File: src/verilog/rv32i_types.sv
`default_nettype none

package rv32i_types;

    // major opcodes seen by the integer lanes
    localparam logic [6:0] OPC_OP     = 7'b0110011;
    localparam logic [6:0] OPC_OP_IMM = 7'b0010011;

    // funct3 for base integer ops
    localparam logic [2:0] F3_ADD_SUB = 3'b000;
    localparam logic [2:0] F3_SLL     = 3'b001;
    localparam logic [2:0] F3_SLT     = 3'b010;
    localparam logic [2:0] F3_SLTU    = 3'b011;
    localparam logic [2:0] F3_XOR     = 3'b100;
    localparam logic [2:0] F3_SRL_SRA = 3'b101;
    localparam logic [2:0] F3_OR      = 3'b110;
    localparam logic [2:0] F3_AND     = 3'b111;

    // funct3 for the M extension multiply forms
    localparam logic [2:0] F3_MUL     = 3'b000;
    localparam logic [2:0] F3_MULH    = 3'b001;
    localparam logic [2:0] F3_MULHSU  = 3'b010;
    localparam logic [2:0] F3_MULHU   = 3'b011;

    // funct7 encodings
    localparam logic [6:0] F7_BASE    = 7'b0000000;
    // sub and sra
    localparam logic [6:0] F7_ALT     = 7'b0100000;
    localparam logic [6:0] F7_MULDIV  = 7'b0000001;

    // one instruction word, decoded two ways
    typedef union packed {
        // register-register layout
        struct packed {
            logic [6:0]  funct7;
            logic [4:0]  rs2;
            logic [4:0]  rs1;
            logic [2:0]  funct3;
            logic [4:0]  rd;
            logic [6:0]  opcode;
        } r;
        // register-immediate layout, imm overlays funct7 and rs2
        struct packed {
            logic [11:0] imm;
            logic [4:0]  rs1;
            logic [2:0]  funct3;
            logic [4:0]  rd;
            logic [6:0]  opcode;
        } i;
    } rv32i_instr_t;

endpackage : rv32i_types

`default_nettype wire

File: src/verilog/exec_pkg.sv
`default_nettype none

package exec_pkg;

    // datapath width
    localparam int XLEN = 32;

    // physical register count, index width follows from it
    localparam int DEFAULT_NUM_REGS = 64;

    // multiplier pipeline depth, never below 1
    localparam int DEFAULT_MUL_STAGES = 3;

endpackage : exec_pkg

`default_nettype wire

File: src/verilog/alu_unit.sv
`timescale 1ns/100ps
`default_nettype none

module alu_unit
import rv32i_types::*;
import exec_pkg::*;
#(
    parameter int NUM_REGS = DEFAULT_NUM_REGS
) (
    input  logic                        clk,
    input  logic                        rst,
    input  logic                        issue,
    input  rv32i_instr_t                instr,
    input  logic [$clog2(NUM_REGS)-1:0] rd_p,
    // operands, one cycle after issue
    input  logic [XLEN-1:0]             rs1_v,
    input  logic [XLEN-1:0]             rs2_v,
    output logic                        wb_we,
    output logic [$clog2(NUM_REGS)-1:0] wb_rd,
    output logic [XLEN-1:0]             wb_value
);

    localparam int IDX_W = $clog2(NUM_REGS);
    localparam int SHW   = $clog2(XLEN);

    // issue info held to meet the operands
    logic               s1_valid;
    rv32i_instr_t       s1_instr;
    logic [IDX_W-1:0]   s1_rd;

    logic               is_imm;
    logic               do_sub;
    logic               do_sra;
    logic [XLEN-1:0]    op_b;
    logic [SHW-1:0]     shamt;
    logic [XLEN-1:0]    result;

    always_ff @(posedge clk) begin
        if (rst) begin
            s1_valid <= 1'b0;
        end else begin
            s1_valid <= issue;
        end
    end

    always_ff @(posedge clk) begin
        s1_instr <= instr;
        s1_rd    <= rd_p;
    end

    // operand b is rs2 or the sign extended immediate
    always_comb begin
        is_imm = (s1_instr.r.opcode == OPC_OP_IMM);
        op_b   = is_imm ? {{(XLEN-12){s1_instr.i.imm[11]}}, s1_instr.i.imm} : rs2_v;
        // low five bits serve both shift forms
        shamt  = op_b[SHW-1:0];
        // addi has no subtract form
        do_sub = !is_imm && (s1_instr.r.funct7 == F7_ALT);
        // srai flagged by imm bit 10, sra by funct7
        do_sra = is_imm ? s1_instr.i.imm[10] : (s1_instr.r.funct7 == F7_ALT);
    end

    always_comb begin
        unique case (s1_instr.r.funct3)
            F3_ADD_SUB: result = do_sub ? (rs1_v - op_b) : (rs1_v + op_b);
            F3_SLL:     result = rs1_v << shamt;
            F3_SLT:     result = {{(XLEN-1){1'b0}}, $signed(rs1_v) < $signed(op_b)};
            F3_SLTU:    result = {{(XLEN-1){1'b0}}, rs1_v < op_b};
            F3_XOR:     result = rs1_v ^ op_b;
            F3_SRL_SRA: result = do_sra ? XLEN'($signed(rs1_v) >>> shamt) : (rs1_v >> shamt);
            F3_OR:      result = rs1_v | op_b;
            F3_AND:     result = rs1_v & op_b;
            default:    result = '0;
        endcase
    end

    // writeback register, goes to the file one edge later
    always_ff @(posedge clk) begin
        if (rst) begin
            wb_we <= 1'b0;
        end else begin
            wb_we <= s1_valid;
        end
    end

    always_ff @(posedge clk) begin
        wb_rd    <= s1_rd;
        wb_value <= result;
    end

    // scheduler keeps M-extension work off this lane
    a_alu_legal: assert property (@(posedge clk) disable iff (rst)
        issue |-> (instr.r.opcode == OPC_OP_IMM) ||
                  ((instr.r.opcode == OPC_OP) && (instr.r.funct7 != F7_MULDIV)))
        else $error("alu_unit: illegal instruction %h issued", instr);

endmodule : alu_unit

`default_nettype wire

File: config.mk
export PLATFORM = sky130hd
export DESIGN_NAME = alu_unit
export DESIGN_NICKNAME = d
export VERILOG_FILES = /design/src/verilog/rv32i_types.sv /design/src/verilog/exec_pkg.sv /design/src/verilog/alu_unit.sv
export SDC_FILE = /design/constraint.sdc
export NUM_CORES = 1
export LEC_CHECK = 0
export BUFFER_PORTS_ARGS = -buffer_cell sky130_fd_sc_hd__buf_2
export CORE_ASPECT_RATIO = 1.75
export CORE_MARGIN = 10
export CORE_UTILIZATION = 30
export CTS_CLUSTER_DIAMETER = 30
export CTS_CLUSTER_SIZE = 8
export DETAILED_ROUTE_END_ITERATION = 12
export SLEW_MARGIN = 30
export SYNTH_ARGS = -nofsm -noshare
export SYNTH_HDL_FRONTEND = slang
export SYNTH_SLANG_ARGS = --single-unit
File: constraint.sdc
create_clock -name clk -period 9.95 [get_ports clk]
set_input_delay 0.995 -clock clk [delete_from_list [all_inputs] [get_ports clk]]
set_output_delay 0.995 -clock clk [all_outputs]
set_load 0.005 [all_outputs]
==> summary.txt <==
Outcome
  • Outcome: finished, final reports clean

Yosys
  • Complex-gate fraction of the synthesized area: between 30% and 40%
  • Part of the Yosys area used for sequential elements: between 10% and 20%
  • Mapped Avg Cell Area: between 6 and 7 um2
  • Post-synth cell types: 89
  • Synth Area in Simple Gates: between 20% and 30%
  • Post-synthesis xor/xnor area fraction: under 10%
  • Main combinational cell family by area after synthesis: compound AO/OA/AOI/OAI gates
  • Synth Area in Adders: approximately a tenth
  • Post-Syn Instances: between 1,500 and 2,000
  • Post-synth EDFFs: 0
  • Post-synthesis mux area share: approximately 8.3%
  • Post-synth ARST share: 0%
  • Mapped cell area: 10,700 um2
  • Syn Nets: around 1,800
  • Synth Warn #: 0
  • Post-synth top flop: dfxtp_1
  • #FFs+latches synth: 68

Placed design
  • Placer Congestion: between 1 and 1.5
  • HPWL after detailed placement: between 40,000 and 50,000 um
  • Dpl cell area: ~12,000 um2
  • Count of buffers from port buffering: between 100 and 150

Power
  • Power Total: 1.28 mW
  • Pwr Density: ~110 nW/um2
  • Peak supply drop: 0.0938 mV
  • Leakage: a little over 5 nW

Floorplan
  • Chip height: roughly 270 um
  • Die Wd: about 160 um
  • IO Count: roughly 140
  • Starting Density: 30.3%
  • Row count: between 90 and 100
  • Core footprint: roughly 35,000 um2
  • Die area: roughly 44,000 um2

GRT
  • GRT Overall Usage: 24.5%
  • GR peak layer: met2
  • Met3 Usage GRT: roughly 3.0%
  • Routing usage on met1: a little over a quarter
  • Initial antenna violation count: 0
  • Pin count of the biggest net entering global routing: 66
  • GR Overflow Total: 0
  • Met2 GRT Util: 41.7%
  • Vias in the first global route: ~13,000
  • Global-route wire length before repair: about 80,000 um

Finish
  • Commonest non-fill, non-tap cell in the layout: a21oi_1
  • Final core utilization: 33.8%
  • Nets: around 1,800
  • Most frequent cells in the layout: a21oi_1 (178), nand2_1 (163), buf_2 (133)
  • Area delta synth->final: 11.3%
  • Filler cells: between 3,000 and 4,000
  • FF+latch area: between 1000 and 1500 um2
  • Share of layout cells above drive strength 1: around 14%
  • Multi-input logic area: between 8000 and 9000 um2
  • Final instance area: between 10,000 and 15,000 um2

Timing
  • Relative slew slack: between 30% and 40%
  • Worst slew pin tran: between 1 and 1.5 ns
  • Final hold violations: 0
  • Fin crit share: between 60 and 70%
  • Fin Hold WS: between 0.3 and 0.4 ns
  • Clk_skew: approximately 0.014 ns
  • RSZ-0062 raised after global routing: false
  • Max-slew violation count: 0
  • Fmax: ~170 MHz
  • Setup TNS Final: 0 ns
  • Final Critical Period: around 6 ns
  • Setup-failing EPs final: 0

Clock network
  • Num CTS Buffers: 9
  • Sink Count: 68
  • Hold_buf cts: 0
  • Post_cts resized: 0
  • H-tree depth: 3
  • Reg clk slew, reported paths: ~0.07 ns
  • Setup bufs post-CTS: 0
  • Root buffer cell: clkbuf_16
  • TritonCTS clock tree: done
  • Max clock buf depth: 2
  • Worst-Skew Late Latency: roughly 0.39 ns

Setup path
  • Worst setup SP type: flop
  • Worst Setup Path Type: reg -> reg
  • Required time worst endpoint: 10.27 ns
  • Worst r2r path cells: 14
  • Worst Setup End Kind: flop
  • Worst-path maximum fanout: 30
  • Crit path DAT: 6.30 ns

Drt
  • WL per Instance: roughly 26 um
  • WL final: between 50,000 and 60,000 um
  • DRC viols: 0
  • Routed Antenna Nets: 0
  • Via count: approximately 13,000
  • Drt first-iter violations: roughly 1,400
  • DRT Pass-1 Iters: 6
  • Vias/cell: approximately 6.1

Hold path
  • Hold Crit Depth: 0
  • Hold crit path type: reg -> reg

Job
  • Max-Cap Viols: 0
## path summary, 6_finish.rpt
| kind | startpoint | end | slack [ns] |
|---|---|---|---|
| worst max-delay path | s1_instr[6]$_DFF_P_ | wb_value[30]$_DFF_P_ | 3.97 |
| worst min-delay path | s1_rd[0]$_DFF_P_ | wb_rd[0]$_DFF_P_ | 0.33 |
| worst max register to register | s1_instr[6]$_DFF_P_ | wb_value[30]$_DFF_P_ | 3.97 |
| worst min register to register | s1_rd[0]$_DFF_P_ | wb_rd[0]$_DFF_P_ | 0.33 |
## layer usage
metal | share of wire (%) | vias up | wire, um
met4 | 8.2 | 0 | 4530
met5 | 0 | - | 0
li1 | - | 5888 | -
met3 | 5.1 | 189 | 2860
met1 | 38 | 6108 | 21000
met2 | 49 | 605 | 27200
## flip-flops by register name, indices dropped and copies added, names as in the netlist
signal    count
s1_instr     22
wb_we         1
s1_valid      1
s1_rd         6
wb_rd         6
wb_value     32
## critical path, cell delays in order, from the launching register on
cell,delay [ns]
dfxtp_1,0.32
or4b_4,0.71
o21ai_4,0.73
nand2_4,0.41
ha_1,0.38
fa_1,0.46
a211o_1,0.32
a21oi_1,0.22
nor4_1,0.11
o21ai_0,0.54
a2111oi_0,0.25
nor2_1,0.44
and3b_1,0.26
or4b_2,0.66
nand3b_1,0.10
## Yosys cell counts, drive strengths merged, types with 10 or more instances
cell,n,area [um2]
a211o,10,87.6
a211oi,33,248
a21o,22,165
a21oi,181,917
a221oi,10,93.8
a22oi,17,133
a31oi,27,181
and2,14,87.6
buf,52,292
clkbuf,59,221
dfxtp,68,1360
ha,82,1030
inv,108,408
mux2,16,180
mux2i,70,701
nand2,165,629
nand2b,11,68.8
nand3,35,190
nor2,128,488
nor3,62,310
nor4,12,81.3
o211ai,27,208
o21ai,157,820
o221ai,16,140
o22ai,12,75.1
o31ai,12,95.1
xnor2,28,245
xor2,10,87.6
## stage by stage
stage               setup slack, ns  instances
floorplan                      5.48       1579
global placement               4.05       2087
detailed placement             4.06       2087
CTS                            4.04       2103
global route                   3.78       2103
finish                         3.97       2104
## area by class of cell
type / count / share of cell area (%)
sequential: 68 / 11.5
inverter: 108 / 3.43
tap: 465 / 4.90
clock buffer: 9 / 1.90
clock inverter: 7 / 0.674
multi-input combinational: 1292 / 70.7
antenna: 1 / 0.0211
timing repair buffer: 154 / 6.93
## cells by family after synthesis
logic type      after synthesis
flops                        68
xor+xnor                     38
fa+ha+maj                    83
simple gates                481
buf+inv                     219
compound gates              604
mux                          86
## where the power goes
part           switching [mW]  leakage, nW  total [mW]  internal, mW
clock network           0.157        0.143       0.354         0.198
logic                   0.416         4.44       0.625         0.209
registers             0.00774        0.571       0.306         0.298
No activity file was read; power rests on OpenSTA's default activity.
