### config.mk
export PLATFORM = sky130hd
export DESIGN_NAME = mul_unit
export DESIGN_NICKNAME = d
export VERILOG_FILES = /design/src/verilog/rv32i_types.sv /design/src/verilog/exec_pkg.sv /design/src/verilog/mul_unit.sv
export SDC_FILE = /design/constraint.sdc
export NUM_CORES = 2
export LEC_CHECK = 0
export BUFFER_PORTS_ARGS = -buffer_cell sky130_fd_sc_hd__buf_2
export CORE_MARGIN = 2
export CORE_UTILIZATION = 50
export DETAILED_ROUTE_END_ITERATION = 8
export HOLD_SLACK_MARGIN = 0.12
export PLACE_DENSITY = 0.66
export RECOVER_POWER = 100
export SYNTH_ARGS = -nofsm -noshare
export SYNTH_HDL_FRONTEND = slang
export SYNTH_SLANG_ARGS = --single-unit
export TNS_END_PERCENT = 1
### constraint.sdc
create_clock -name clk -period 13.9 [get_ports clk]
set_input_delay 3.475 -clock clk [delete_from_list [all_inputs] [get_ports clk]]
set_output_delay 3.475 -clock clk [all_outputs]
set_load 0.005 [all_outputs]
### src/verilog/rv32i_types.sv
`default_nettype none

package rv32i_types;

    // major opcodes seen by the integer lanes
    localparam logic [6:0] OPC_OP     = 7'b0110011;
    localparam logic [6:0] OPC_OP_IMM = 7'b0010011;

    // funct3 for base integer ops
    localparam logic [2:0] F3_ADD_SUB = 3'b000;
    localparam logic [2:0] F3_SLL     = 3'b001;
    localparam logic [2:0] F3_SLT     = 3'b010;
    localparam logic [2:0] F3_SLTU    = 3'b011;
    localparam logic [2:0] F3_XOR     = 3'b100;
    localparam logic [2:0] F3_SRL_SRA = 3'b101;
    localparam logic [2:0] F3_OR      = 3'b110;
    localparam logic [2:0] F3_AND     = 3'b111;

    // funct3 for the M extension multiply forms
    localparam logic [2:0] F3_MUL     = 3'b000;
    localparam logic [2:0] F3_MULH    = 3'b001;
    localparam logic [2:0] F3_MULHSU  = 3'b010;
    localparam logic [2:0] F3_MULHU   = 3'b011;

    // funct7 encodings
    localparam logic [6:0] F7_BASE    = 7'b0000000;
    // sub and sra
    localparam logic [6:0] F7_ALT     = 7'b0100000;
    localparam logic [6:0] F7_MULDIV  = 7'b0000001;

    // one instruction word, decoded two ways
    typedef union packed {
        // register-register layout
        struct packed {
            logic [6:0]  funct7;
            logic [4:0]  rs2;
            logic [4:0]  rs1;
            logic [2:0]  funct3;
            logic [4:0]  rd;
            logic [6:0]  opcode;
        } r;
        // register-immediate layout, imm overlays funct7 and rs2
        struct packed {
            logic [11:0] imm;
            logic [4:0]  rs1;
            logic [2:0]  funct3;
            logic [4:0]  rd;
            logic [6:0]  opcode;
        } i;
    } rv32i_instr_t;

endpackage : rv32i_types

`default_nettype wire

### src/verilog/exec_pkg.sv
`default_nettype none

package exec_pkg;

    // datapath width
    localparam int XLEN = 32;

    // physical register count, index width follows from it
    localparam int DEFAULT_NUM_REGS = 64;

    // multiplier pipeline depth, never below 1
    localparam int DEFAULT_MUL_STAGES = 3;

endpackage : exec_pkg

`default_nettype wire

### src/verilog/mul_unit.sv
`timescale 1ns/100ps
`default_nettype none

module mul_unit
import rv32i_types::*;
import exec_pkg::*;
#(
    parameter int NUM_REGS   = DEFAULT_NUM_REGS,
    parameter int MUL_STAGES = DEFAULT_MUL_STAGES
) (
    input  logic                        clk,
    input  logic                        rst,
    input  logic                        issue,
    input  rv32i_instr_t                instr,
    input  logic [$clog2(NUM_REGS)-1:0] rd_p,
    input  logic [XLEN-1:0]             rs1_v,
    input  logic [XLEN-1:0]             rs2_v,
    output logic                        wb_we,
    output logic [$clog2(NUM_REGS)-1:0] wb_rd,
    output logic [XLEN-1:0]             wb_value
);

    localparam int IDX_W = $clog2(NUM_REGS);
    localparam int PW    = 2 * XLEN;

    // issue aligned with the registered operands
    logic               s0_valid;
    logic [2:0]         s0_funct3;
    logic [IDX_W-1:0]   s0_rd;

    logic               a_signed;
    logic               b_signed;
    logic [XLEN:0]      op_a;
    logic [XLEN:0]      op_b;
    logic [PW-1:0]      prod;
    logic               hi_sel;

    // product pipeline, last entry drives writeback
    logic               pipe_valid [MUL_STAGES];
    logic [PW-1:0]      pipe_prod  [MUL_STAGES];
    logic [IDX_W-1:0]   pipe_rd    [MUL_STAGES];
    logic               pipe_hi    [MUL_STAGES];

    always_ff @(posedge clk) begin
        if (rst) begin
            s0_valid <= 1'b0;
        end else begin
            s0_valid <= issue;
        end
    end

    always_ff @(posedge clk) begin
        s0_funct3 <= instr.r.funct3;
        s0_rd     <= rd_p;
    end

    // 33-bit operands cover signed and unsigned forms with one signed multiply
    always_comb begin
        a_signed = (s0_funct3 == F3_MULH) || (s0_funct3 == F3_MULHSU);
        b_signed = (s0_funct3 == F3_MULH);
        hi_sel   = (s0_funct3 != F3_MUL);
        op_a     = {a_signed & rs1_v[XLEN-1], rs1_v};
        op_b     = {b_signed & rs2_v[XLEN-1], rs2_v};
        // low 64 bits of the extended product
        prod     = $signed(op_a) * $signed(op_b);
    end

    always_ff @(posedge clk) begin
        if (rst) begin
            for (int k = 0; k < MUL_STAGES; k++) begin
                pipe_valid[k] <= 1'b0;
            end
        end else begin
            pipe_valid[0] <= s0_valid;
            for (int k = 1; k < MUL_STAGES; k++) begin
                pipe_valid[k] <= pipe_valid[k-1];
            end
        end
    end

    always_ff @(posedge clk) begin
        pipe_prod[0] <= prod;
        pipe_rd[0]   <= s0_rd;
        pipe_hi[0]   <= hi_sel;
        for (int k = 1; k < MUL_STAGES; k++) begin
            pipe_prod[k] <= pipe_prod[k-1];
            pipe_rd[k]   <= pipe_rd[k-1];
            pipe_hi[k]   <= pipe_hi[k-1];
        end
    end

    // word select at the tail
    assign wb_we    = pipe_valid[MUL_STAGES-1];
    assign wb_rd    = pipe_rd[MUL_STAGES-1];
    assign wb_value = pipe_hi[MUL_STAGES-1] ? pipe_prod[MUL_STAGES-1][PW-1:XLEN]
                                            : pipe_prod[MUL_STAGES-1][XLEN-1:0];

    // only the four multiply forms reach this lane
    a_mul_legal: assert property (@(posedge clk) disable iff (rst)
        issue |-> (instr.r.opcode == OPC_OP) && (instr.r.funct7 == F7_MULDIV) &&
                  !instr.r.funct3[2])
        else $error("mul_unit: illegal instruction %h issued", instr);

endmodule : mul_unit

`default_nettype wire

==> reports/results.tsv <==
stage	metric	value	unit
die	Horiz. Die Dim	298	µm
critical_path	critical-path maximum fanout	24	
sta	Hold Fails Final Rpt	0	
critical_path	beginning of the worst register-to-register path	s0_funct3[0]	
finish	filler cell count in the final layout	7785	
synthesis	Distinct cells, synth	68	
job	max-cap violations	2	
synthesis	commonest register cell after synthesis	sky130_fd_sc_hd__dfxtp_1	
route	vias per cell	5.15	
sta	setup violation total in the final timing report	0	
clock_tree	clock sinks	226	
clock_tree	cell at the root of the clock tree	sky130_fd_sc_hd__clkbuf_16	
synthesis	number of synthesized flops with an enable pin	0	
route	count of TritonRoute iterations in the first routing pass	7	
clock_tree	number of gates given a new drive strength after cts	0	
global_routing	maximum number of pins on one net before global-route repair	36	
route	wire length per cell after detailed routing	18.1	µm
sta	pins over their slew limit	66	
critical_path	Worst setup SP type	primary input	
critical_path	family with the most delay on the worst path	adder cells	
synthesis	most area-consuming cells after synthesis	sky130_fd_sc_hd__fa_1 52%, sky130_fd_sc_hd__dfxtp_1 11%, sky130_fd_sc_hd__inv_1 10%	
global_routing	initial antenna violation count	3	
finish	post-layout net count	5885	
finish	area growth from synthesis to layout	4.34	%
clock_tree	clock buffer count from CTS	21	
outcome	run status	complete, but fails checks	
place	Buffers on Ports	114	
synthesis	post-synthesis cell area	43100	µm²
clock_tree	CTS Buffer Depth	3	
global_routing	total track usage	24.0	%
synthesis	leading cell type by number of instances after synthesis	sky130_fd_sc_hd__inv_1	
critical_path	reg-to-reg endpoint	pipe_prod[0][56]	
place	final weighted congestion in routability-driven placement	0.904	
sta	fin crit period	12030	ps
die	die height	298	µm
synthesis	synthesized net count	5960	
route	total wire length	101	mm
critical_path	critical path capture point type	flop	
outcome	violations in the final reports	max-capacitance violations, max-slew violations	
synthesis	Async SR Flop Fraction	0	%
clock_tree	latest clock arrival within the worst-skew pair	510	ps
synthesis	list of most frequent post-synthesis cells	1179 x sky130_fd_sc_hd__inv_1, 1125 x sky130_fd_sc_hd__fa_1, 788 x sky130_fd_sc_hd__nand2_1	
min_path	class of the most critical hold timing path	flop to flop	
synthesis	number of flip-flops and latches in the synthesized netlist	226	
finish	fraction of final layout cells sized beyond drive strength 1	4.15	%
global_routing	global-route wire length before repair	169	mm
sta	Max Clock Skew	18.6	ps
critical_path	Critical Path Max Stage Delay	1000	ps
die	effective utilization at floorplan	50.5	%
min_path	worst hold path stage count	0	
die	number of rows in the core area	107	
die	I/O pins	144	
critical_path	buffering stage count on the worst path with inverters included	9	
synthesis	Yosys Warn Count	0	
synthesis	Seq/Total Area, Yosys	10.5	%
synthesis	share of the synthesized area in the top cell type	52.3	%
place	Detail Placement HPWL	84.5	mm
sta	Max-slew headroom	-29.4	%
critical_path	category of the most critical setup path	primary input to flop	
global_routing	total grt overflow	0	
die	Placeable Area	85300	µm²
sta	ratio of final minimum period to clock period	86.5	%
route	Iter 0 DRT Violations	1466	
critical_path	CP most frequent cell	sky130_fd_sc_hd__fa_1	
sta	Total Negative Setup Slacks	0	ps
die	die area	88500	µm²
clock_tree	Max H-tree Level	1	
critical_path	reg2reg path depth	30	
critical_path	Worst Path Required	14270	ps
sta	RSZ-0062 raised after global routing	false	
min_path	hold wc startpoint	pipe_prod[0][122]	
critical_path	arrival time worst endpoint	12400	ps
sta	Slew @ Worst Pin	1940	ps
synthesis	cell type contributing the most total cell area after synthesis	sky130_fd_sc_hd__fa_1	
critical_path	Register-to-Register Setup Slack	4480	ps
clock_tree	TritonCTS clock tree	built	
clock_tree	# hold bufs at CTS	0	
clock_tree	clock slew seen by the registers of the worst setup and hold paths	70	ps
clock_tree	post-CTS setup buffers	0	
route	DRC violation count after routing	0	
synthesis	cell count after synthesis	4518	
global_routing	number of global-route vias before repair	31600	
synthesis	syn avg cell area	9.54	µm²
min_path	hold worst-path end	pipe_prod[0][186]	
sta	maximum achievable frequency	0.0831	GHz
critical_path	cell with the biggest individual delay on the critical path	sky130_fd_sc_hd__nor3b_1	
route	Antenna Violating Nets Remaining	0	
route	via count of the routed design	28800	
[cell families after synthesis]
group	Yosys count	synth area share, %
buffers and inverters	1410	12.4
adder cells (fa/ha/maj)	1337	58.4
AND/OR/NAND/NOR	1248	13.3
flip-flops	226	10.5
AO/OA/AOI/OAI	190	3.05
XOR/XNOR	73	1.48
multiplexers	34	0.886
[through the flow]
stage / hold slack, ps / worst slack [ps] / std cells / util (%) / instance area, µm²
floorplan: 310 / 2910 / 4518 / - / 43100
global placement: 310 / 1900 / 5564 / 52.0 / 44300
detailed placement: 312 / 1880 / 5564 / 52.0 / 44300
CTS: 322 / 2360 / 5602 / 52.8 / 45000
global route: 329 / 1210 / 5604 / 52.7 / 45000
finish: 320 / 1870 / 5604 / 52.7 / 45000
[state kept, by name, summed over array words and instances (netlist names)]
signal and cells:
pipe_rd 18, s0_valid 1, pipe_hi 3, s0_rd 6, pipe_valid 3, s0_funct3 3
pipe_prod 192
[final cells by class]
| class | instances | area (µm²) | share of cell area (%) |
|---|---|---|---|
| multi-input cells | 2882 | 33200 | 73.7 |
| flip-flops and latches | 226 | 4520 | 10.1 |
| inverters | 1179 | 4430 | 9.84 |
| well taps | 1144 | 1430 | 3.18 |
| repair buffers | 133 | 707 | 1.57 |
| clock buffers | 23 | 553 | 1.23 |
| clock inverters | 15 | 156 | 0.348 |
| diodes | 2 | 5.00 | 0.0111 |
[routing by layer]
layer	share of wire, %	up-vias	track usage [%]
met5	0.013	-	0
met4	1.6	2	4.00
met3	4.3	126	1.79
met2	51	720	42.1
met1	43	15300	33.1
li1	-	12700	-
[how the worst max path moves through the flow]
stage                     slack (ps)  startpoint          endpoint  cells past startpoint
after floorplan                 2910   rs1_v[31]  pipe_prod[0][63]                     29
after global routing            1210   rs1_v[31]  pipe_prod[0][56]                     30
after detailed placement        1880   rs1_v[31]  pipe_prod[0][63]                     28
final                           1870   rs1_v[31]  pipe_prod[0][56]                     30
after CTS                       2360   rs1_v[31]  pipe_prod[0][63]                     28
after global placement          1900   rs1_v[31]  pipe_prod[0][63]                     28
[cell usage in the layout (no fill, tap or decap), drive strengths merged, types with 6 or more instances in the layout]
cell type	synthesis	routed
buf	20	122
nor3	18	18
mux2	33	33
nand3	12	12
ha	212	212
o211ai	7	7
a31oi	9	9
inv	1179	1186
and3	8	8
or3	10	10
o21ai	27	27
nand2b	6	6
nor2	46	46
dfxtp	226	226
o21bai	11	11
a21oi	62	62
xnor2	55	55
nor2b	13	13
a21o	27	27
clkbuf	211	34
fa	1125	1125
o21a	6	6
and2	320	320
nand2	788	788
or2	8	8
a211o	6	6
xor2	18	18
nand4	8	8
Power is left out: the tool's default activity adds up to more than one toggle a clock period on the data nets, which glitch-free logic cannot reach.
